$ cat config.mk
export PLATFORM = sky130hd
export DESIGN_NAME = rob_slot
export DESIGN_NICKNAME = d
export VERILOG_FILES = /design/src/design/rob_pkg.sv /design/src/design/rob_slot.sv
export SDC_FILE = /design/constraint.sdc
export NUM_CORES = 1
export LEC_CHECK = 0
export BUFFER_PORTS_ARGS = -buffer_cell sky130_fd_sc_hd__buf_2
export CAP_MARGIN = 10
export CORE_AREA = 2 2 139 141
export CTS_BUF_LIST = sky130_fd_sc_hd__clkbuf_2
export CTS_CLUSTER_SIZE = 28
export DETAILED_ROUTE_END_ITERATION = 16
export DIE_AREA = 0 0 141 143
export MAX_ROUTING_LAYER = met4
export SLEW_MARGIN = 20
export SYNTH_ARGS = -nofsm -noshare
export SYNTH_HDL_FRONTEND = slang
export SYNTH_SLANG_ARGS = --single-unit
$ cat constraint.sdc
create_clock -name clock -period 3.25 [get_ports clock]
set_clock_uncertainty 0.2 [all_clocks]
set_input_delay 0.1625 -clock clock [delete_from_list [all_inputs] [get_ports clock]]
set_output_delay 0.1625 -clock clock [all_outputs]
set_load 0.02 [all_outputs]
$ cat src/design/rob_pkg.sv
package rob_pkg;

	////////////////////////////////////////////////////////////
	// sizes
	////////////////////////////////////////////////////////////

	localparam int xlen = 32; // pc width.
	localparam int rob_depth = 32;
	localparam int rob_index_width = 5;
	localparam int lanes = 3; // dispatch, completion and retire width.
	localparam int arch_reg_width = 5;
	localparam int phys_tag_width = 6;
	localparam int count_width = 6; // occupancy runs from 0 to rob_depth.

	////////////////////////////////////////////////////////////
	// types
	////////////////////////////////////////////////////////////

	typedef enum logic [1:0] {
		op_alu,
		op_load,
		op_store,
		op_branch
	} op_kind_t;

	typedef logic [rob_index_width-1:0] rob_index_t;
	typedef logic [lanes-1:0] lane_mask_t;

	// the instruction as it arrives from dispatch.
	typedef struct packed {
		logic [xlen-1:0] pc;
		logic [arch_reg_width-1:0] dest;
		logic [phys_tag_width-1:0] tag;
		op_kind_t kind;
	} rob_entry_t;

	typedef struct packed {
		logic valid;
		rob_entry_t entry;
	} dispatch_packet_t;

	typedef struct packed {
		logic valid;
		rob_index_t index; // entry that finished execution.
		logic mispredict;
		logic [xlen-1:0] target_pc;
	} complete_packet_t;

	// what one slot shows the retire unit.
	typedef struct packed {
		logic valid;
		logic completed;
		rob_entry_t entry;
		logic mispredict;
		logic [xlen-1:0] target_pc;
	} slot_state_t;

	typedef struct packed {
		logic valid;
		rob_entry_t entry;
		logic mispredict;
		logic [xlen-1:0] target_pc;
	} retire_packet_t;

endpackage

$ cat src/design/rob_slot.sv
module rob_slot #(
	parameter int unsigned slot_index = 0
) (
	input  logic clock,
	input  logic reset,
	input  logic flush,
	input  rob_pkg::dispatch_packet_t [rob_pkg::lanes-1:0] alloc,
	input  rob_pkg::rob_index_t [rob_pkg::lanes-1:0] alloc_index,
	input  rob_pkg::complete_packet_t [rob_pkg::lanes-1:0] complete,
	input  logic clear,
	output rob_pkg::slot_state_t state
);
	import rob_pkg::*;

	logic valid;
	logic completed;
	logic mispredict;
	rob_entry_t entry;
	logic [xlen-1:0] target_pc;
	lane_mask_t alloc_hit;
	lane_mask_t complete_hit;

	always_comb begin
		for (int i = 0; i < lanes; i++) begin
			alloc_hit[i] = alloc[i].valid && (alloc_index[i] == rob_index_t'(slot_index));
			complete_hit[i] = complete[i].valid && (complete[i].index == rob_index_t'(slot_index));
		end
	end

	// a retiring slot cannot be reallocated in the same cycle, free space excludes it.
	always_ff @(posedge clock) begin
		if (reset || flush) begin
			valid <= 1'b0;
			completed <= 1'b0;
		end else if (clear) begin
			valid <= 1'b0;
			completed <= 1'b0;
		end else begin
			if (|alloc_hit) begin
				valid <= 1'b1;
				completed <= 1'b0;
			end
			if (|complete_hit) completed <= 1'b1;
		end
	end

	always_ff @(posedge clock) begin
		for (int i = 0; i < lanes; i++) begin
			if (alloc_hit[i]) begin
				entry <= alloc[i].entry;
				mispredict <= 1'b0;
				target_pc <= '0;
			end
			if (complete_hit[i]) begin
				mispredict <= complete[i].mispredict;
				target_pc <= complete[i].mispredict ? complete[i].target_pc : '0;
			end
		end
	end

	assign state.valid = valid;
	assign state.completed = completed;
	assign state.entry = entry;
	assign state.mispredict = mispredict;
	assign state.target_pc = target_pc;

endmodule

== Yosys cells after proc, flatten, opt, wreduce, memory -nomap -nowiden ==
Index checks and enable logic that the tools add are counted.

* $add $sub $neg: 0
* Multipliers: 0
* Div/mod/pow operators: 0
* $lt $le $gt $ge: 0
* Eq/ne operators: 0
* Shifts and indexed selects: 0
* Multiplexer cells: 20
* Bitwise logic cells: 0
* Reductions and logical operators: 19

{| class="wikitable"
|+ Operators with widths
! cell !! number
|-
| $mux 32 || 9
|-
| $mux 45 || 3
|-
| $logic_not 5->1 || 6
|-
| $mux 1 || 8
|-
| $logic_and 1x1->1 || 6
|-
| $reduce_bool 6->1 || 1
|-
| $reduce_or 3->1 || 2
|-
| $reduce_bool 3->1 || 1
|-
| $reduce_bool 2->1 || 1
|-
| $reduce_or 2->1 || 1
|-
| $logic_or 1x1->1 || 1
|}

* Bits in registers: 80
* Bits in latches: 0
* RAM bits: 0
* Memory bits (read-only): 0
* Input port bits: 274
* Memories kept: 0

== Longest topological paths before layout ==
Gate-level depths: netlist (run 1).

* Depth in word-level cells: 8
* Mapped depth: 8

== Worst setup path after synthesis (run 1) ==
No wires, ideal clock.

* Kind: input to register
* Start: in alloc_index[6] (netlist name)
* End: reg mispredict, enable pin
* Data arrival time: 3004 ps
* Data required time: 2655 ps
* Path slack: -349 ps
* Cell stages on the path: 5
* Cell sequence: nor4_1 > nand3b_1 > clkbuf_1 > nand3_1 > nand2b_1

* Word-level cells in the longest chain between the ends: 3

{| class="wikitable"
|+ Ends and longest elaborated chain
! item !! RTL line !! text
|-
| start, declared || rob_slot.sv:8 || <nowiki>input rob_pkg::rob_index_t [rob_pkg::lanes-1:0] alloc_index,</nowiki>
|-
| $logic_not 5->1 || rob_slot.sv:25 || <nowiki>alloc_hit[i] = alloc[i].valid && (alloc_index[i] == rob_index_t'(slot_index));</nowiki>
|-
| $logic_and 1x1->1 || rob_slot.sv:25 ||
|-
| $reduce_bool 6->1 (no source line) || - ||
|-
| end signal, assigned || rob_slot.sv:55 || <nowiki>mispredict <= complete[i].mispredict;</nowiki>
|-
| end, declared || rob_slot.sv:17 || <nowiki>logic mispredict;</nowiki>
|}

Every way passes these cells.
A chain may end at the register's enable or synchronous reset.

== Worst setup path after layout (run 1) ==
* Start: in complete[75] (netlist name)
* End: reg target_pc[4] (data pin)

* Word-level cells in the longest chain between the ends: 5

{| class="wikitable"
|+ Ends and longest elaborated chain
! item !! RTL line !! text
|-
| start, declared || rob_slot.sv:9 || <nowiki>input rob_pkg::complete_packet_t [rob_pkg::lanes-1:0] complete,</nowiki>
|-
| $logic_not 5->1 || rob_slot.sv:26 || <nowiki>complete_hit[i] = complete[i].valid && (complete[i].index == rob_index_t'(slot_index));</nowiki>
|-
| $logic_and 1x1->1 || rob_slot.sv:26 ||
|-
| $mux 32 || rob_slot.sv:54 || <nowiki>if (complete_hit[i]) begin</nowiki>
|-
| $mux 32 || rob_slot.sv:49 || <nowiki>if (alloc_hit[i]) begin</nowiki>
|-
| $mux 32 || rob_slot.sv:54 ||
|-
| end signal, assigned || rob_slot.sv:56 || <nowiki>target_pc <= complete[i].mispredict ? complete[i].target_pc : '0;</nowiki>
|-
| end, declared || rob_slot.sv:19 || <nowiki>logic [xlen-1:0] target_pc;</nowiki>
|}

Every way passes these cells.

==> run metrics, run 1 <==
vias per cell=4.55; Root Driver=clkbuf_2; Synthesis Warnings=0; layout net count=1119; Worst Slack Setup Final=around 320 ps; Reg clk slew, reported paths=approximately 230 ps; Die ar.=~0.020 sq mm; Routed WL=17300 um; Final Hold Viols=0; CP Data Arrival Time=3140 ps; Worst setup EP type=flop; Placed Area=about 0.0061 sq mm; GRT Util Overall=16.7%; most common cell after layout, fill and taps aside=buf_2; Seq/Total Area, Yosys=57.6%; Slew Limit Fails=0; min cycle time layout=2930 ps; worst reg2reg startpoint=completed; area of the core=0.0186 sq mm; total placed cells including tap cells=910; Hold Crit Class=in -> reg; largest net degree at the start of global routing=91; initial cell density of the core=22.3%; initial antenna violation count=3; Non-Filler Instances=between 1k and 1.5k; IO buf count=353; Final Util=around two fifths; row cnt=50; clock tree from TritonCTS=yes; dpl ws=approximately 370 ps; crit-path cells=buf_2 > or4b_1 > nor3_2 > nor2b_2 > and3_1 > a221o_1 > dlygate4sd3_1; Tightest Pin Transition=1080 ps; relative slew slack=28.3%; total of max-cap violations=0; final setup violation count=0; die height=143 um; Vias=4941; clk sinks=80; mapped cell area=0.00414 sq mm; crit path launch=complete[75]; DR DRC count=0; cts bufs inserted=9; Die W=141 um; smallest hold slack=102 ps; fmax=341 MHz; slowest CP cell=and3_1; Max IR drop VDD=0.158 mV; Clock Latency Late Sink=550 ps; CP Launch Type=input pin; Filler Cells Inserted=1770; RSZ-0062 raised after global routing=no; syn_nets=approximately 620; layout cell share with drive strength beyond 1=44.9%; HP Start=flush; Post-Layout Inst Area=0.00778 sq mm; CP max stage delay=910 ps; DP Wirelength=12000 um; number of global-route vias before repair=between 4k and 5k; Critical Path RT=3460 ps; GP Congestion=0.867; Area Overhead vs Synth=88.2%; Syn Inst Count=about 350; status=finished, final reports clean; maximum root-to-sink buffer count=2; Post-DRT Antenna Nets=0; drt wl/cell=15.9 um; Seq cells post-synth=80; drt pass-1 iters=5; number of I/O pins=354; H-tree lvl count=3; power per cell area=283 mW/mm^2; drt first-iter violations=273; Synth cell types=31; WS Path Type=in -> reg; post-route setup TNS=0 ps; Power, Total=2.20 mW; total grt overflow=0; Syn Area/Cell=11.9 sq um; Pleak=roughly 3.8 nW; commonest cells after routing, fill and taps aside=buf_2, dlygate4sd3_1, edfxtp_1, nand2_1; first-pass GRT wire length=~25000 um; Max Fanout on Critical Path=28; crit share post-route=~90%
-- cell usage after synthesis --
cell,instances,area [sq um]
nor4_1,3,18.8
or4b_2,1,10.0
nor3_1,1,5.00
buf_6,2,22.5
dfxtp_1,2,40.0
buf_1,5,18.8
nor4_2,1,12.5
nand3_1,7,35.0
and3_1,30,188
nor2b_2,1,8.76
and3b_1,1,8.76
and2_1,1,6.26
or4b_1,1,10.0
nand4_1,11,68.8
nand2b_1,1,6.26
o21ai_0,45,225
a2111oi_0,1,8.76
or3_1,1,6.26
nor2_1,3,11.3
buf_4,4,30.0
edfxtp_1,78,2340
or4b_4,1,13.8
nor3_2,2,20.0
clkbuf_1,14,52.6
nand2_1,50,188
nand3b_1,2,15.0
a221o_1,27,270
mux2i_1,45,450
nor3_4,1,16.3
nor2b_1,1,6.26
buf_2,4,20.0
-- path summary, 6_finish.rpt --
check	to	slack (ps)	cells past startpoint
setup / recovery	target_pc[4]	320	7
hold / removal	completed	100	3
hold reg to reg	completed	860	3
setup reg to reg	completed	1600	3
-- sequential cells by signal, summed over array words and instances (netlist names) --
register    count
target_pc      32
valid           1
completed       1
state          45
mispredict      1
-- per-layer routing --
layer	GRT usage [%]	wire length, um
met5	-	0
met4	7.32	561
met3	4.73	1500
met2	29.8	8810
met1	17.3	6390
-- critical path: cells and delay by family --
family	cells	cell delay, ps
AO/OA/AOI/OAI	1	300
buffers and inverters	2	650
AND/OR/NAND/NOR	4	2010
-- final cells by class --
class	count	area [sq um]	share of cell area, %
repair buffers	516	3390	43.5
flip-flops and latches	80	2380	30.6
multi-input cells	238	1620	20.8
well taps	234	293	3.76
clock buffers	10	50.0	0.643
clock inverters	5	48.8	0.627
diodes	3	7.51	0.0965
-- where the power goes --
| part | total (mW) | switching [mW] | internal [mW] |
|---|---|---|---|
| combinational | 0.486 | 0.204 | 0.282 |
| clock | 0.529 | 0.359 | 0.171 |
| sequential | 1.19 | 0.0126 | 1.18 |
-- logic make-up after synthesis --
kind of cell,after synthesis,share of synthesized area (%)
buffers and inverters,29,3.48
multiplexers,45,10.9
AND/OR/NAND/NOR,120,15.8
flip-flops,80,57.6
AO/OA/AOI/OAI,73,12.2
-- timing repair --
item	in CTS	in global routing
setup buffers	0	0
hold endpoints to repair	79	0
resized for setup	0	0
hold buffers	158	0
No activity file was read; power rests on OpenSTA's default activity.
==> run 2, diff against run 1 <==
GPL_TIMING_DRIVEN = 0   (was default)
==> run 2 against run 1 <==
  * Sequential power about the same
  * Count of clock-buffer cells in the layout decreased by 1
  * Utilization increased by 1.4 points
  * Sequential cell count unchanged
  * Critical path type unchanged
  * Maximum frequency increased by 0.85%
  * Final area increased by 3.4%
  * Die area unchanged
  * Routed wire length increased by 6.7%
  * Final cell count increased by 2.9%
  * Setup slack improved by 25 ps
  * Combinational power increased by 2%
  * Clock power increased by 34%
==> run metrics, run 2 (synthesized netlist as in run 1, its figures left out) <==
status=finished, final reports clean (unchanged); initial cell density of the core=22.3% (unchanged); Filler Cells Inserted=1751 (was 1770); clock tree from TritonCTS=yes (unchanged); largest net degree at the start of global routing=48 (was 91); GP Congestion=0.824 (was 0.867); final setup violation count=0 (unchanged); drt pass-1 iters=4 (was 5); Largest delay share family, worst path=buffers and inverters (was simple AND/OR/NAND/NOR gates); row cnt=50 (unchanged); cts bufs inserted=9 (unchanged); Worst setup EP type=flop (unchanged); RSZ-0062 raised after global routing=no (unchanged); Largest register FFs=45 (unchanged); Max IR drop VDD=0.209 mV (was 0.158 mV); clk sinks=80 (unchanged); Post-DRT Antenna Nets=0 (unchanged); crit path launch=complete[114] (was complete[75]); Area Overhead vs Synth=94.5% (was 88.2%); Die W=141 um (unchanged); critical path's most frequent cell=dlygate4sd3_1; fmax=344 MHz (was 341 MHz); IO buf count=353 (unchanged); Hold Crit Class=in -> reg (unchanged); crit share post-route=89.4% (was 90.2%); setup bufs post-CTS=0 (unchanged); Seq pwr share=49.6% (was 53.9%); DP Wirelength=13300 um (was 12000 um); maximum root-to-sink buffer count=2 (unchanged); power per cell area=298 mW/mm^2 (was 283 mW/mm^2); vias per cell=4.52 (was 4.55); Switch Pwr=0.599 mW (was 0.576 mW); DR DRC count=0 (unchanged); HP Start=complete[34] (was flush); first-pass GRT wire length=27000 um (was 25200 um); worst reg2reg startpoint=completed (unchanged); layout cell share with drive strength beyond 1=44.0% (was 44.9%); relative slew slack=44.8% (was 28.3%); most common cell after layout, fill and taps aside=buf_2 (unchanged); crit-path cells=buf_2 > or4b_4 > nor3_4 > clkbuf_1 > and2_1 > nand2_1 > dlygate4sd3_1 > nand3_1 > dlygate4sd3_1 (was buf_2 > or4b_1 > nor3_2 > nor2b_2 > and3_1 > a221o_1 > dlygate4sd3_1); Die ar.=0.0202 sq mm (unchanged); Pleak=3.88 nW (was 3.77 nW); initial antenna violation count=3 (unchanged); Final Hold Viols=0 (unchanged); Tightest Pin Transition=828 ps (was 1080 ps); switch share=25.0% (was 26.1%); Critical Path RT=3480 ps (was 3460 ps); H-tree lvl count=3 (unchanged); layout net count=1150 (was 1119); total grt overflow=0 (unchanged); number of I/O pins=354 (unchanged); Reg clk slew, reported paths=230 ps (about the same); Max Fanout on Critical Path=10 (was 28); Placed Area=0.00623 sq mm (was 0.00609 sq mm); drt wl/cell=16.5 um (was 15.9 um); total of max-cap violations=0 (unchanged); drt first-iter violations=244 (was 273); slowest CP cell=dlygate4sd3_1 (was and3_1); Comb pwr share=20.8% (was 22.0%); Vias=5057 (was 4941); area of the core=0.0186 sq mm (unchanged); commonest cells after routing, fill and taps aside=buf_2, dlygate4sd3_1, edfxtp_1, nand2_1 (unchanged); CP Data Arrival Time=3130 ps (was 3140 ps); Clk network pwr share=29.7% (was 24.0%); min cycle time layout=2910 ps (was 2930 ps); GRT Util Overall=18.1% (was 16.7%); post-route setup TNS=0 ps (unchanged); Worst Path Buf+Inv=4 (was 2); WS Path Type=in -> reg (unchanged); Root Driver=clkbuf_2 (unchanged); cell-internal power=1.80 mW (was 1.63 mW); Final Util=43.3% (was 41.9%); Slew Limit Fails=0 (unchanged); CP Launch Type=input pin (unchanged); Routed WL=18400 um (was 17300 um); die height=143 um (unchanged); CP max stage delay=570 ps (was 910 ps); Clock Latency Late Sink=560 ps (was 550 ps); number of global-route vias before repair=5226 (was 4998); Post-Layout Inst Area=0.00804 sq mm (was 0.00778 sq mm)
[run 2: power by group through the flow]
stage / combinational, mW / sequential, mW / clock, mW
2_1_floorplan: 0.0663 / 1.27 / 0
3_3_place_gp: 0.355 / 1.21 / 0
4_1_cts: 0.490 / 1.19 / 0.752
5_1_grt: 0.534 / 1.19 / 0.783
6_report: 0.498 / 1.19 / 0.711
3_5_place_dp: 0.360 / 1.21 / 0
[run 2: final timing paths]
| check | to | slack [ps] | depth (start not counted) |
|---|---|---|---|
| setup / recovery | target_pc[31] | 340 | 9 |
| hold / removal | target_pc[21] | 180 | 4 |
| setup reg to reg | completed | 1520 | 3 |
| hold reg to reg | valid | 880 | 3 |
[run 2: timing repair]
| action | in CTS | in global routing |
|---|---|---|
| hold buffers | 164 | 0 |
| endpoints found under the hold margin | 80 | 0 |
| resized for setup | 0 | 0 |
[run 2: area by class of cell]
type | count | area (sq um) | share of cell area (%)
clock inverter | 7 | 120 | 1.49
tap | 234 | 293 | 3.64
antenna | 3 | 7.51 | 0.0933
sequential | 80 | 2380 | 29.6
clock buffer | 9 | 45.0 | 0.560
multi-input combinational | 238 | 1620 | 20.2
buffer | 29 | 144 | 1.79
timing repair buffer | 518 | 3430 | 42.6
[run 2: per-stage QoR]
stage          hold slack [ps]  total power, mW  std cells  worst slack, ps
2_1_floorplan             38.9             1.33        347              220
3_3_place_gp               140             1.57        934            -1150
3_5_place_dp               148             1.57        935              131
4_1_cts                    119             2.43       1115              498
5_1_grt                    145             2.51       1118              287
6_report                   184             2.40       1118              344
[run 2: worst reg2reg max path, stage by stage, from the launching register on]
cell           delay (ps)
dfxtp_1               400
nand4_1                90
a2111oi_0             410
dlygate4sd3_1         600
[run 2: layer usage]
metal / part of all wire, % / up-vias / GRT usage [%] / wire length (um)
met5: 0 / - / - / 0
met4: 3.7 / 0 / 9.47 / 679
met3: 7.8 / 37 / 4.73 / 1440
met2: 52 / 286 / 33.1 / 9510
met1: 37 / 2318 / 17.8 / 6790
li1: - / 2416 / - / -
