==> src/design/rob_pkg.sv <==
package rob_pkg;

	////////////////////////////////////////////////////////////
	// sizes
	////////////////////////////////////////////////////////////

	localparam int xlen = 32; // pc width.
	localparam int rob_depth = 32;
	localparam int rob_index_width = 5;
	localparam int lanes = 3; // dispatch, completion and retire width.
	localparam int arch_reg_width = 5;
	localparam int phys_tag_width = 6;
	localparam int count_width = 6; // occupancy runs from 0 to rob_depth.

	////////////////////////////////////////////////////////////
	// types
	////////////////////////////////////////////////////////////

	typedef enum logic [1:0] {
		op_alu,
		op_load,
		op_store,
		op_branch
	} op_kind_t;

	typedef logic [rob_index_width-1:0] rob_index_t;
	typedef logic [lanes-1:0] lane_mask_t;

	// the instruction as it arrives from dispatch.
	typedef struct packed {
		logic [xlen-1:0] pc;
		logic [arch_reg_width-1:0] dest;
		logic [phys_tag_width-1:0] tag;
		op_kind_t kind;
	} rob_entry_t;

	typedef struct packed {
		logic valid;
		rob_entry_t entry;
	} dispatch_packet_t;

	typedef struct packed {
		logic valid;
		rob_index_t index; // entry that finished execution.
		logic mispredict;
		logic [xlen-1:0] target_pc;
	} complete_packet_t;

	// what one slot shows the retire unit.
	typedef struct packed {
		logic valid;
		logic completed;
		rob_entry_t entry;
		logic mispredict;
		logic [xlen-1:0] target_pc;
	} slot_state_t;

	typedef struct packed {
		logic valid;
		rob_entry_t entry;
		logic mispredict;
		logic [xlen-1:0] target_pc;
	} retire_packet_t;

endpackage

==> src/design/rob_dispatch.sv <==
module rob_dispatch (
	input  logic clock,
	input  logic reset,
	input  logic flush,
	input  rob_pkg::dispatch_packet_t [rob_pkg::lanes-1:0] dispatch,
	input  logic [1:0] retire_count,
	output rob_pkg::dispatch_packet_t [rob_pkg::lanes-1:0] alloc,
	output rob_pkg::rob_index_t [rob_pkg::lanes-1:0] alloc_index,
	output rob_pkg::lane_mask_t struct_stall
);
	import rob_pkg::*;

	rob_index_t tail;
	logic [count_width-1:0] count;
	logic [count_width-1:0] free;
	lane_mask_t accepted;
	logic [1:0] accept_count;

	// free space as seen at the start of the cycle.
	assign free = count_width'(rob_depth) - count;

	////////////////////////////////////////////////////////////
	// lane acceptance
	////////////////////////////////////////////////////////////

	// lane i needs i+1 free entries, so the stall mask grows down from lane 2.
	always_comb begin
		accept_count = '0;
		for (int i = 0; i < lanes; i++) begin
			struct_stall[i] = (free <= count_width'(i));
			accepted[i] = dispatch[i].valid && !struct_stall[i];
			alloc[i].valid = accepted[i];
			alloc[i].entry = dispatch[i].entry;
			if (accepted[i]) begin
				alloc_index[i] = tail + rob_index_t'(i); // wraps at rob_depth.
			end else begin
				alloc_index[i] = '0;
			end
			accept_count = accept_count + 2'(accepted[i]);
		end
	end

	////////////////////////////////////////////////////////////
	// tail and occupancy
	////////////////////////////////////////////////////////////

	always_ff @(posedge clock) begin
		if (reset || flush) begin
			tail <= '0;
			count <= '0;
		end else begin
			tail <= tail + rob_index_t'(accept_count);
			count <= count + count_width'(accept_count) - count_width'(retire_count);
		end
	end

endmodule

==> config.mk <==
export PLATFORM = sky130hd
export DESIGN_NAME = rob_dispatch
export DESIGN_NICKNAME = d
export VERILOG_FILES = /design/src/design/rob_pkg.sv /design/src/design/rob_dispatch.sv
export SDC_FILE = /design/constraint.sdc
export NUM_CORES = 1
export LEC_CHECK = 0
export ABC_AREA = 1
export BUFFER_PORTS_ARGS = -buffer_cell sky130_fd_sc_hd__buf_2
export CAP_MARGIN = 20
export CORE_AREA = 4 4 115 117
export CTS_CLUSTER_SIZE = 8
export DETAILED_ROUTE_END_ITERATION = 6
export DIE_AREA = 0 0 119 121
export SLEW_MARGIN = 20
export SYNTH_ARGS = -nofsm -noshare
export SYNTH_HDL_FRONTEND = slang
export SYNTH_SLANG_ARGS = --single-unit
==> constraint.sdc <==
create_clock -name clock -period 3.2 [get_ports clock]
set_input_delay 0.32 -clock clock [delete_from_list [all_inputs] [get_ports clock]]
set_output_delay 0.32 -clock clock [all_outputs]
set_load 0.05 [all_outputs]
=== Word level (Yosys, flattened, before mapping) ===
Index checks and enable logic that the tools add are counted.

* Register bits: 11
* Input port bits: 143
* Output and inout bits: 156

* $add $sub $neg: 8
* Magnitude comparators: 3
* Multiplexer cells: 3
* Reduce and logical (&&, ||, !) cells: 7

{| class="wikitable"
|+ Operator list
! operator !! count
|-
| $mux 5 || 3
|-
| $le 6x1->1 const B || 2
|-
| $add 6x2->6 || 1
|-
| $le 6x2->1 const B || 1
|-
| $sub 6x2->6 || 1
|-
| $sub 6x6->6 const A || 1
|-
| $add 5x1->5 const B || 1
|-
| $add 5x2->5 || 1
|-
| $add 5x2->5 const B || 1
|-
| $logic_and 1x1->1 || 3
|-
| $logic_not 1->1 || 3
|-
| $add 1x1->2 || 1
|-
| $add 2x1->2 || 1
|-
| $logic_or 1x1->1 || 1
|}

=== Logic depth before layout (Yosys ltp) ===
Gate-level depths: netlist of run 1.

* Word-level depth: 8
* Mapped depth: 20

=== Worst setup path before layout of run 1 ===
Ideal clock, no wire load.

* Kind: register to register
* Start: register count[0]
* End: register count[4]
* Setup time: 118 ps
* Arrival: 3091 ps
* Required time: 3082 ps
* Path slack: -9 ps
* Stages on the path, launching flop included: 21
* Clock period less this slack: 3209 ps
* Cell sequence: dfxtp_1 > inv_1 > ha_1 > nand2_1 > nand2_1 > nand2_1 > inv_1 > nand3_2 > o21ai_4 > fa_1 > ha_1 > inv_1 > ha_1 > inv_1 > fa_1 > nor2_1 > nor2_1 > nor2_1 > nor2_1 > o21ai_0 > nor2_1

* Cells in the longest elaborated chain, start to end: 8
* Elaborated cells on any way between the ends: 14
* Classes of those cells: add/sub (5); order compare (3); reduce/logical (6)

{| class="wikitable"
|+ Ends and longest elaborated chain
! element !! RTL line !! RTL
|-
| from (decl) || rob_dispatch.sv:14 || <nowiki>logic [count_width-1:0] count;</nowiki>
|-
| from (signal assigned) || rob_dispatch.sv:53 || <nowiki>count <= count + count_width'(accept_count) - count_width'(retire_count);</nowiki>
|-
| $sub 6x6->6 || rob_dispatch.sv:20 || <nowiki>assign free = count_width'(rob_depth) - count;</nowiki>
|-
| $le 6x1->1 || rob_dispatch.sv:30 || <nowiki>struct_stall[i] = (free <= count_width'(i));</nowiki>
|-
| $logic_not 1->1 || rob_dispatch.sv:31 || <nowiki>accepted[i] = dispatch[i].valid && !struct_stall[i];</nowiki>
|-
| $logic_and 1x1->1 || rob_dispatch.sv:31 ||
|-
| $add 1x1->2 || rob_dispatch.sv:39 || <nowiki>accept_count = accept_count + 2'(accepted[i]);</nowiki>
|-
| $add 2x1->2 || rob_dispatch.sv:39 ||
|-
| $add 6x2->6 (*) || rob_dispatch.sv:53 ||
|-
| $sub 6x2->6 (*) || rob_dispatch.sv:53 ||
|}

Every way passes the cells marked *; elsewhere a longest branch is shown, timed or not.
A chain may end at the register's enable or synchronous reset.

=== Final worst setup path of run 1 ===
* Start: register count[1]
* End: register count[4]

The elaborated chain is that of the path after synthesis.

==> results_dict.tcl, run 1 <==
set metrics [dict create \
    wl_per_cell_microns 12.3 \
    grt_util_met1 0.0480 \
    grt_overflow 0 \
    synth.ff_latch_count 11 \
    worstHoldPathCells 4 \
    finalWorstPathRequiredPeriod_ps 3110 \
    cts-hold-fix-buffers 0 \
    gp_routability_congestion 0.725 \
    first_iter_violations 50 \
    drt_drc_violations_left 0 \
    vdd_ir_max_v 0.000236 \
    critical_path.slowest_cell "sky130_fd_sc_hd__fa_1" \
    ff_latch_area_sq_um 224 \
    timing_worst_slew_pin_value_ps 475 \
    area_growth_syn_to_layout_pct -21.2 \
    initial_utilization 0.169 \
    timing.hold.worst_endpoint "count[5]" \
    totalNegativeSetupSlack_ps 0 \
    placeableCoreArea_sq_um 12400 \
    vias_per_cell 3.28 \
    run_status "complete, no violations" \
    die-height_microns 121 \
    final_clock_skew_ps 5.93 \
    cts.htree.levels 1 \
    cts_tree "done" \
    cpPeakStageDelay_ps 530 \
    final_nets 369 \
    yosysUniqueCellTypes 20 \
    final_layout_size_suffix_gt1_frac 0.311 \
    synth_fa_ha_area_frac 0.128 \
    arrival_ps 3250 \
    cts.reportedPaths.clkPinSlew_ps 50 \
    grt_antenna_before_repair 0 \
    worst_path_most_repeated_cell "sky130_fd_sc_hd__nor2_1" \
    slew-limit-headroom 0.682 \
    timing_limited_maximum_frequency_mhz 322 \
    mostFrequentLayoutCell "sky130_fd_sc_hd__inv_1" \
    yosys_warnings 0 \
    timing.hold.ws_ps 421 \
    largest_family_of_logic_cells_by_synthesized_area "buffers and inverters" \
    synth_area_in_compound_gates 0.0419 \
    startpoint_type "register" \
    grt_first_pass_wirelength_mm 6.38 \
    cp_max_fo 5 \
    portBuffers 28 \
    maxSlewViolCount 0 \
    via_count_of_the_routed_design 1241 \
    grt_max_degree 8 \
    synthesized_area_fraction_occupied_by_xor_and_xnor_cells 0.0209 \
    crit_required_ps 3340 \
    power_leakage_nw 0.799 \
    syn_inst 295 \
    endpoint_kind "register" \
    insertion_delay_ps 250 \
    route.antenna.remaining_nets 0 \
    placement.setup.worst_slack_ps -22.3 \
    die_x_microns 119 \
    yosys.area_share.simple 0.153 \
    hold_start "reset" \
    num_io_pins 299 \
    global_route.usage.total 0.0585 \
    power.density_cell_area_nw_per_um2 1320 \
    setup_slack_ps 89.9 \
    hold_violations 0 \
    number_of_global_route_vias_before_repair 1094 \
    r2r_start "count[1]" \
    syn-num-nets 457 \
    cts.sink_count 11 \
    cap_violations 0 \
    worstPathCellList "buf_4, nor2_4, nand3_1, nand2_1, nand2_1, nand4_1, nand2_2, fa_1, ha_1, inv_1, ha_2, inv_1, fa_2, nor2_1, nor2_1, nor2_1, nor2_1, o21ai_1, nor2_1" \
    die_area_sq_um 14400 \
    hpwl_mm 4.12 \
    n_antenna_cell 0 \
    syn-mean-instance-area_sq_um 7.09 \
    setup_viol 0 \
    worst-r2r-setup-slack_ps 90 \
    post_synth_mux_area_share 0 \
    clock_tree_root_buffer_cell "sky130_fd_sc_hd__clkbuf_16" \
    synth_seq_area_share 0.105 \
    grt-busiest-layer "met2" \
    clock_buffer_count_from_cts 3 \
    netlist_area_sq_um 2090 \
    clock_path_buffers 2 \
    drt_pre_antenna_iters 4 \
    r2r_end "count[4]" \
    leading_cell_types_in_the_layout_fill_and_taps_excluded "34 x sky130_fd_sc_hd__inv_1, 33 x sky130_fd_sc_hd__nor2_1, 28 x sky130_fd_sc_hd__buf_2, 21 x sky130_fd_sc_hd__nand2_1, 14 x sky130_fd_sc_hd__buf_4" \
    unrepaired_setup_endpoints_after_global_routing "yes" \
    critical_path_class "register to register" \
    area_of_combinational_cells_with_multiple_inputs_sq_um 747 \
    groute.layer.met3.usage 0.0392 \
    detail_route.wirelength_mm 4.65 \
    design_power_total_w 0.00218 \
    fp-row-count 41 \
    met2_usage 0.0936 \
    hold_class "primary input to register" \
    fillCellCount 1436 \
    fin_crit_sh 0.972 \
    r2r.worst_path.cells 19 \
]
-- cells by family after synthesis --
kind of cell / after synthesis
xor+xnor: 5
buf+inv: 172
compound gates: 15
fa+ha+maj: 19
simple gates: 73
flops: 11
-- power by group --
part	switching (W)	internal [W]	total, W
registers	0.0000518	0.000193	0.000245
logic	0.00109	0.000607	0.00170
clock network	0.0000673	0.000168	0.000235
-- area by class of cell --
cell class,count,area share
flip-flops and latches,11,0.136
inverters,37,0.0842
clock buffers,4,0.0478
repair buffers,42,0.149
multi-input cells,112,0.453
well taps,172,0.131
-- state kept, by name (all words and copies together), names as in the netlist --
| signal | cells |
|---|---|
| count | 6 |
| tail | 5 |
-- cells in the mapped netlist --
master	number	area [sq um]
sky130_fd_sc_hd__nor3_1	1	5.00
sky130_fd_sc_hd__inv_2	1	3.75
sky130_fd_sc_hd__buf_4	135	1010
sky130_fd_sc_hd__nor2_1	34	128
sky130_fd_sc_hd__fa_1	4	80.1
sky130_fd_sc_hd__o21ai_4	1	16.3
sky130_fd_sc_hd__dfxtp_1	11	220
sky130_fd_sc_hd__nor2_4	1	11.3
sky130_fd_sc_hd__nand3_1	6	30.0
sky130_fd_sc_hd__a21oi_1	6	30.0
sky130_fd_sc_hd__nand3_2	2	20.0
sky130_fd_sc_hd__xnor2_1	3	26.3
sky130_fd_sc_hd__a31oi_1	1	6.26
sky130_fd_sc_hd__o21ai_0	7	35.0
sky130_fd_sc_hd__nand4_1	5	31.3
sky130_fd_sc_hd__nand2_1	22	82.6
sky130_fd_sc_hd__xor2_1	2	17.5
sky130_fd_sc_hd__ha_1	15	188
sky130_fd_sc_hd__inv_1	36	135
sky130_fd_sc_hd__nand2_2	2	12.5
-- per-stage QoR --
stage,area [sq um],utilization,instances
after detailed placement,1530,0.124,373
final,1650,0.133,378
after global placement,1530,0.124,373
after CTS,1620,0.131,377
after floorplan,2090,-,295
after global routing,1650,0.133,378
-- per-layer routing --
| layer | share of wire | vias to the layer above | routed length [microns] |
|---|---|---|---|
| met5 | 0 | - | 0 |
| met2 | 0.48 | 91 | 2250 |
| met4 | 0.076 | 0 | 352 |
| met1 | 0.29 | 524 | 1340 |
| met3 | 0.15 | 45 | 699 |
| li1 | - | 581 | - |
-- worst max path at each step --
stage,startpoint,endpoint
global placement,count[2],count[4]
floorplan,count[0],count[4]
detailed placement,count[0],count[4]
finish,count[1],count[4]
CTS,count[3],count[4]
global route,count[3],count[4]
-- worst max-delay path: cells and delay by family, from the launching register on --
kind,cells,cell delay [ps]
adder cells (fa/ha/maj),4,1350
flip-flops,1,300
buffers and inverters,3,260
AO/OA/AOI/OAI,1,110
AND/OR/NAND/NOR,11,980
-- what timing repair did --
action | CTS | global route
pin swaps | 3 | 8
gates resized for setup | 1 | 12
setup endpoints to repair | 1 | 1
buffers inserted | 0 | 1
Note: power is estimated with default switching activity, not from simulation.
==> run 2, diff against run 1 <==
--- a/config.mk
+++ b/config.mk
@@ -12,6 +12,7 @@
 export CTS_CLUSTER_SIZE = 8
 export DETAILED_ROUTE_END_ITERATION = 6
 export DIE_AREA = 0 0 119 121
+export REMOVE_ABC_BUFFERS = 1
 export SLEW_MARGIN = 20
 export SYNTH_ARGS = -nofsm -noshare
 export SYNTH_HDL_FRONTEND = slang
==> run 2 against run 1 <==
  * Total power up 6.5%
  * Maximum frequency about the same
  * Register-to-register slack hardly changed
  * Final area grew 2.0%
  * Clock power about the same
  * Sequential share of layout area fell by 0.27 points
  * Non-clock buffer count did not move
  * Critical path depth did not move
  * Core utilization grew 0.27 points
  * Largest cell class unchanged
  * Hold slack improved by 23 ps
  * Routed wire length rose to 5.1 times the previous value
  * Global-route usage up 25 points
==> results_dict.tcl, run 2 (synthesis results as in run 1) <==
set metrics [dict create \
    timing_worst_slew_pin_value_ps 547 \
    placeableCoreArea_sq_um 12400 \
    initial_utilization 0.169 \
    timing.hold.ws_ps 445 \
    totalNegativeSetupSlack_ps 0 \
    slew-limit-headroom 0.634 \
    cts_tree "done" \
    fp-row-count 41 \
    arrival_ps 3240 \
    fin_crit_sh 0.973 \
    clock_tree_root_buffer_cell "sky130_fd_sc_hd__clkbuf_16" \
    power_leakage_nw 0.808 \
    timing_limited_maximum_frequency_mhz 321 \
    vdd_ir_max_v 0.000335 \
    numPlacedInstances 372 \
    die_area_sq_um 14400 \
    startpoint_type "register" \
    gp_routability_congestion 1.15 \
    final_nets 369 \
    critical_path.top_delay_family "adder cells" \
    cap_violations 0 \
    r2r.worst_path.cells 19 \
    grt_antenna_before_repair 1 \
    unrepaired_setup_endpoints_after_global_routing "yes" \
    first_iter_violations 131 \
    worst_path_most_repeated_cell "sky130_fd_sc_hd__nor2_1" \
    hold_violations 0 \
    layoutNonFillerInstCount 378 \
    grt_first_pass_wirelength_mm 26.4 \
    grt_max_degree 8 \
    cts-hold-fix-buffers 0 \
    worstHoldPathCells 4 \
    leading_cell_types_in_the_layout_fill_and_taps_excluded "33 x sky130_fd_sc_hd__inv_1, 33 x sky130_fd_sc_hd__nor2_1, 28 x sky130_fd_sc_hd__buf_2, 18 x sky130_fd_sc_hd__nand2_1, 13 x sky130_fd_sc_hd__buf_4" \
    setup_viol 0 \
    vias_per_cell 4.21 \
    clock_buffer_count_from_cts 3 \
    utilization 0.136 \
    detail_route.wirelength_mm 23.6 \
    cts.sink_count 11 \
    drt_pre_antenna_iters 4 \
    cp_max_fo 5 \
    grt_overflow 0 \
    number_of_global_route_vias_before_repair 1285 \
    cp_num_buf_inv 3 \
    critical_path_class "register to register" \
    final_clock_skew_ps 0.508 \
    via_count_of_the_routed_design 1593 \
    run_status "complete, no violations" \
    num_io_pins 299 \
    power.density_cell_area_nw_per_um2 1380 \
    wl_per_cell_microns 62.4 \
    cts.reportedPaths.clkPinSlew_ps 40 \
    final_layout_size_suffix_gt1_frac 0.335 \
    worstPathCellList "buf_4, nor2_4, nand3_2, nand2_2, nand2_2, nand4_1, nand2_2, fa_1, ha_1, inv_1, ha_2, inv_1, fa_2, nor2_1, nor2_1, nor2_1, nor2_1, o21ai_1, nor2_1" \
    n_antenna_cell 0 \
    cpPeakStageDelay_ps 570 \
    endpoint_kind "register" \
    top_register "count" \
    hpwl_mm 22.8 \
    clock_path_buffers 2 \
    largest_reg_flops 6 \
    maxSlewViolCount 0 \
    crit_required_ps 3330 \
    cts.htree.levels 1 \
    global_route.usage.total 0.312 \
    die-height_microns 121 \
    portBuffers 28 \
    route.antenna.remaining_nets 0 \
    die_x_microns 119 \
    reg_top3 "count (6), tail (5)" \
    area_growth_syn_to_layout_pct -19.6 \
    hold_class "primary input to register" \
    worstSetupPathDepth 19 \
    insertion_delay_ps 240 \
    critical_path.slowest_cell "sky130_fd_sc_hd__fa_1" \
    drt_drc_violations_left 0 \
    finalWorstPathRequiredPeriod_ps 3110 \
]
## run 2: final cells by class
cell class              count  area, sq um
fillers                  1424        10700
multi-input cells         112          774
repair buffers             42          249
flip-flops and latches     11          224
well taps                 172          215
inverters                  37          141
clock buffers               4         78.8
## run 2: routing by layer
| layer | up-vias | global-route usage | wire [microns] |
|---|---|---|---|
| li1 | 585 | - | - |
| met1 | 621 | 0.0710 | 2020 |
| met2 | 319 | 0.561 | 12000 |
| met3 | 58 | 0.477 | 7400 |
| met4 | 10 | 0.199 | 1930 |
| met5 | - | 0.125 | 245 |
## run 2: report_power, final
group,leakage (nW),total [W],switching (W),internal [W]
registers,0.0911,0.000246,0.0000530,0.000193
logic,0.679,0.00184,0.00119,0.000653
clock network,0.0382,0.000233,0.0000658,0.000168
total,0.808,0.00232,0.00131,0.00101
## run 2: through the flow
step | setup WS [ps] | power, W | cell area [sq um]
global placement | 23.3 | 0.00189 | 1520
CTS | 4.81 | 0.00217 | 1620
detailed placement | -21.4 | 0.00191 | 1520
finish | 88.0 | 0.00232 | 1680
floorplan | -8.90 | 0.00146 | 1080
global route | -167 | 0.00255 | 1680
## run 2: tightest hold or removal path, delay by kind of cell
family        cells  cell delay (ps)
buf+inv           1               70
simple gates      3              250
## run 2: path summary, 6_finish.rpt
| path | from | to | slack, ps |
|---|---|---|---|
| hold reg to reg | tail[4] | tail[4] | 510 |
| setup reg to reg | count[1] | count[4] | 90 |
| hold / removal | reset | count[5] | 440 |
| setup / recovery | count[1] | count[4] | 90 |
## run 2: repair_timing
| item | CTS | global route |
|---|---|---|
| pin swaps | 0 | 11 |
| setup buffers | 0 | 2 |
| resized for setup | 2 | 21 |
| endpoints found under the setup margin | 1 | 2 |
==> run 3, diff against run 2 <==
--- a/config.mk
+++ b/config.mk
@@ -13,6 +13,7 @@
 export DETAILED_ROUTE_END_ITERATION = 6
 export DIE_AREA = 0 0 119 121
 export REMOVE_ABC_BUFFERS = 1
+export SETUP_SLACK_MARGIN = 0.15
 export SLEW_MARGIN = 20
 export SYNTH_ARGS = -nofsm -noshare
 export SYNTH_HDL_FRONTEND = slang
==> run 3 against run 2 <==
  * Hold slack worse by 3.3 ps
  * Total power is 10% higher
  * Clock power hardly changed
  * Largest power group unchanged
==> results_dict.tcl, run 3 (synthesis results as in run 1) <==
set metrics [dict create \
    number_of_global_route_vias_before_repair 1365 \
    worst_path_most_repeated_cell "sky130_fd_sc_hd__nor2_1" \
    die-height_microns 121 \
    drt_pre_antenna_iters 4 \
    final_clock_skew_ps 2.04 \
    cpPeakStageDelay_ps 590 \
    clock_buffer_count_from_cts 3 \
    worstSetupPathDepth 19 \
    largest_reg_flops 6 \
    die_x_microns 119 \
    detail_route.wirelength_mm 23.7 \
    arrival_ps 3230 \
    reg_top3 "count (6), tail (5)" \
    endpoint_kind "register" \
    grt_overflow 0 \
    p_int_w 0.00120 \
    n_antenna_cell 0 \
    grt_antenna_before_repair 1 \
    layoutNonFillerInstCount 392 \
    finalWorstPathRequiredPeriod_ps 3100 \
    final_layout_size_suffix_gt1_frac 0.391 \
    timing.hold.ws_ps 441 \
    via_count_of_the_routed_design 1665 \
    placed_cell_area_sq_um 1520 \
    portBuffers 28 \
    top_register "count" \
    clock_tree_root_buffer_cell "sky130_fd_sc_hd__clkbuf_16" \
    setup_slack_ps 97.5 \
    power.switching_w 0.00137 \
    critical_path_class "register to register" \
    die_area_sq_um 14400 \
    cts-hold-fix-buffers 0 \
    placeableCoreArea_sq_um 12400 \
    worstSetupEndpoint "count[4]" \
    r2r_end "count[4]" \
    hold_violations 0 \
    cts.reportedPaths.clkPinSlew_ps 40 \
    r2r.worst_path.cells 19 \
    utilization 0.144 \
    final_nets 383 \
    p_comb_frac 0.813 \
    leading_cell_types_in_the_layout_fill_and_taps_excluded "32 x sky130_fd_sc_hd__nor2_1, 31 x sky130_fd_sc_hd__inv_1, 28 x sky130_fd_sc_hd__buf_4, 27 x sky130_fd_sc_hd__buf_2, 19 x sky130_fd_sc_hd__nand2_1" \
    cp_max_fo 5 \
    gp_routability_congestion 1.15 \
    startpoint_type "register" \
    timing_limited_maximum_frequency_mhz 322 \
    critical_path.slowest_cell "sky130_fd_sc_hd__fa_2" \
    timing_worst_slew_pin_value_ps 539 \
    crit_path_start "count[2]" \
    numPlacedInstances 372 \
    route.antenna.remaining_nets 0 \
    first_iter_violations 162 \
    r2r_start "count[2]" \
    slew-limit-headroom 0.639 \
    vias_per_cell 4.25 \
    unrepaired_setup_endpoints_after_global_routing "yes" \
    cts.sink_count 11 \
    mostFrequentLayoutCell "sky130_fd_sc_hd__nor2_1" \
    cts_tree "done" \
    fin_crit_sh 0.970 \
    maxSlewViolCount 0 \
    vdd_ir_max_v 0.000332 \
    part_of_the_total_power_dissipated_in_sequential_elements 0.095 \
    global_route.usage.total 0.315 \
    num_io_pins 299 \
    worstPathCellList "buf_4, nor2_4, nand3_2, nand2_1, nand2_2, nand4_1, nand2_2, fa_2, ha_1, inv_1, ha_2, inv_1, fa_2, nor2_1, nor2_1, nor2_2, nor2_1, o21ai_1, nor2_1" \
    wl_per_cell_microns 60.5 \
    cts.htree.levels 1 \
    critical_path.top_delay_family "adder cells" \
    final_cell_area_sq_um 1780 \
    worst-r2r-setup-slack_ps 100 \
    grt_first_pass_wirelength_mm 26.6 \
    run_status "complete, no violations" \
    cp_num_buf_inv 3 \
    setup_viol 0 \
    power.density_cell_area_nw_per_um2 1440 \
    hpwl_mm 22.8 \
    hold_class "primary input to register" \
    p_clk_frac 0.092 \
    placement.setup.worst_slack_ps -21.4 \
    initial_utilization 0.169 \
    area_growth_syn_to_layout_pct -15.0 \
    crit_required_ps 3330 \
    grt_max_degree 8 \
    clock_path_buffers 2 \
    power_switching_share 0.533 \
    cap_violations 0 \
    insertion_delay_ps 240 \
    drt_drc_violations_left 0 \
    fp-row-count 41 \
    power_leakage_nw 0.863 \
]
-- run 3: layer usage --
layer,GRT usage,up-vias,share of wire
met5,0.0809,-,0.0062
met4,0.178,8,0.073
met3,0.466,50,0.31
met2,0.576,325,0.52
met1,0.0838,667,0.098
li1,-,615,-
-- run 3: tightest hold or removal path: cells and delay by family --
family	cells	cell delay [ps]
and+or+nand+nor	3	240
buffers and inverters	1	70
-- run 3: power by group through the flow --
stage | sequential, W | clock, W | combinational (W)
after global placement | 0.000238 | 0 | 0.00166
after global routing | 0.000251 | 0.000244 | 0.00231
final | 0.000244 | 0.000235 | 0.00208
after CTS | 0.000242 | 0.000236 | 0.00193
after floorplan | 0.000240 | 0 | 0.00122
after detailed placement | 0.000237 | 0 | 0.00167
-- run 3: worst min-delay path by stage --
stage | start | endpoint | slack (ps) | cells past startpoint
finish | reset | count[5] | 440 | 4
global route | flush | count[5] | 490 | 4
CTS | reset | count[5] | 440 | 4
detailed placement | tail[4] | tail[4] | 500 | 2
global placement | tail[4] | tail[4] | 500 | 2
floorplan | tail[4] | tail[4] | 470 | 2
-- run 3: area by class of cell --
class / count / area (sq um)
inverters: 37 / 139
repair buffers: 56 / 357
multi-input cells: 112 / 766
flip-flops and latches: 11 / 224
fillers: 1420 / 10600
clock buffers: 4 / 78.8
well taps: 172 / 215
-- run 3: stage by stage --
| step | power (W) | TNS [ps] |
|---|---|---|
| floorplan | 0.00146 | -8.90 |
| global placement | 0.00189 | 0 |
| global route | 0.00281 | -138 |
| CTS | 0.00241 | 0 |
| detailed placement | 0.00191 | -21.4 |
| finish | 0.00256 | 0 |
-- run 3: timing repair --
action                                  4_1_cts  5_1_grt
resized for setup                            13       13
pin swaps                                    10       12
endpoints found under the setup margin        1        4
setup buffers                                13        3
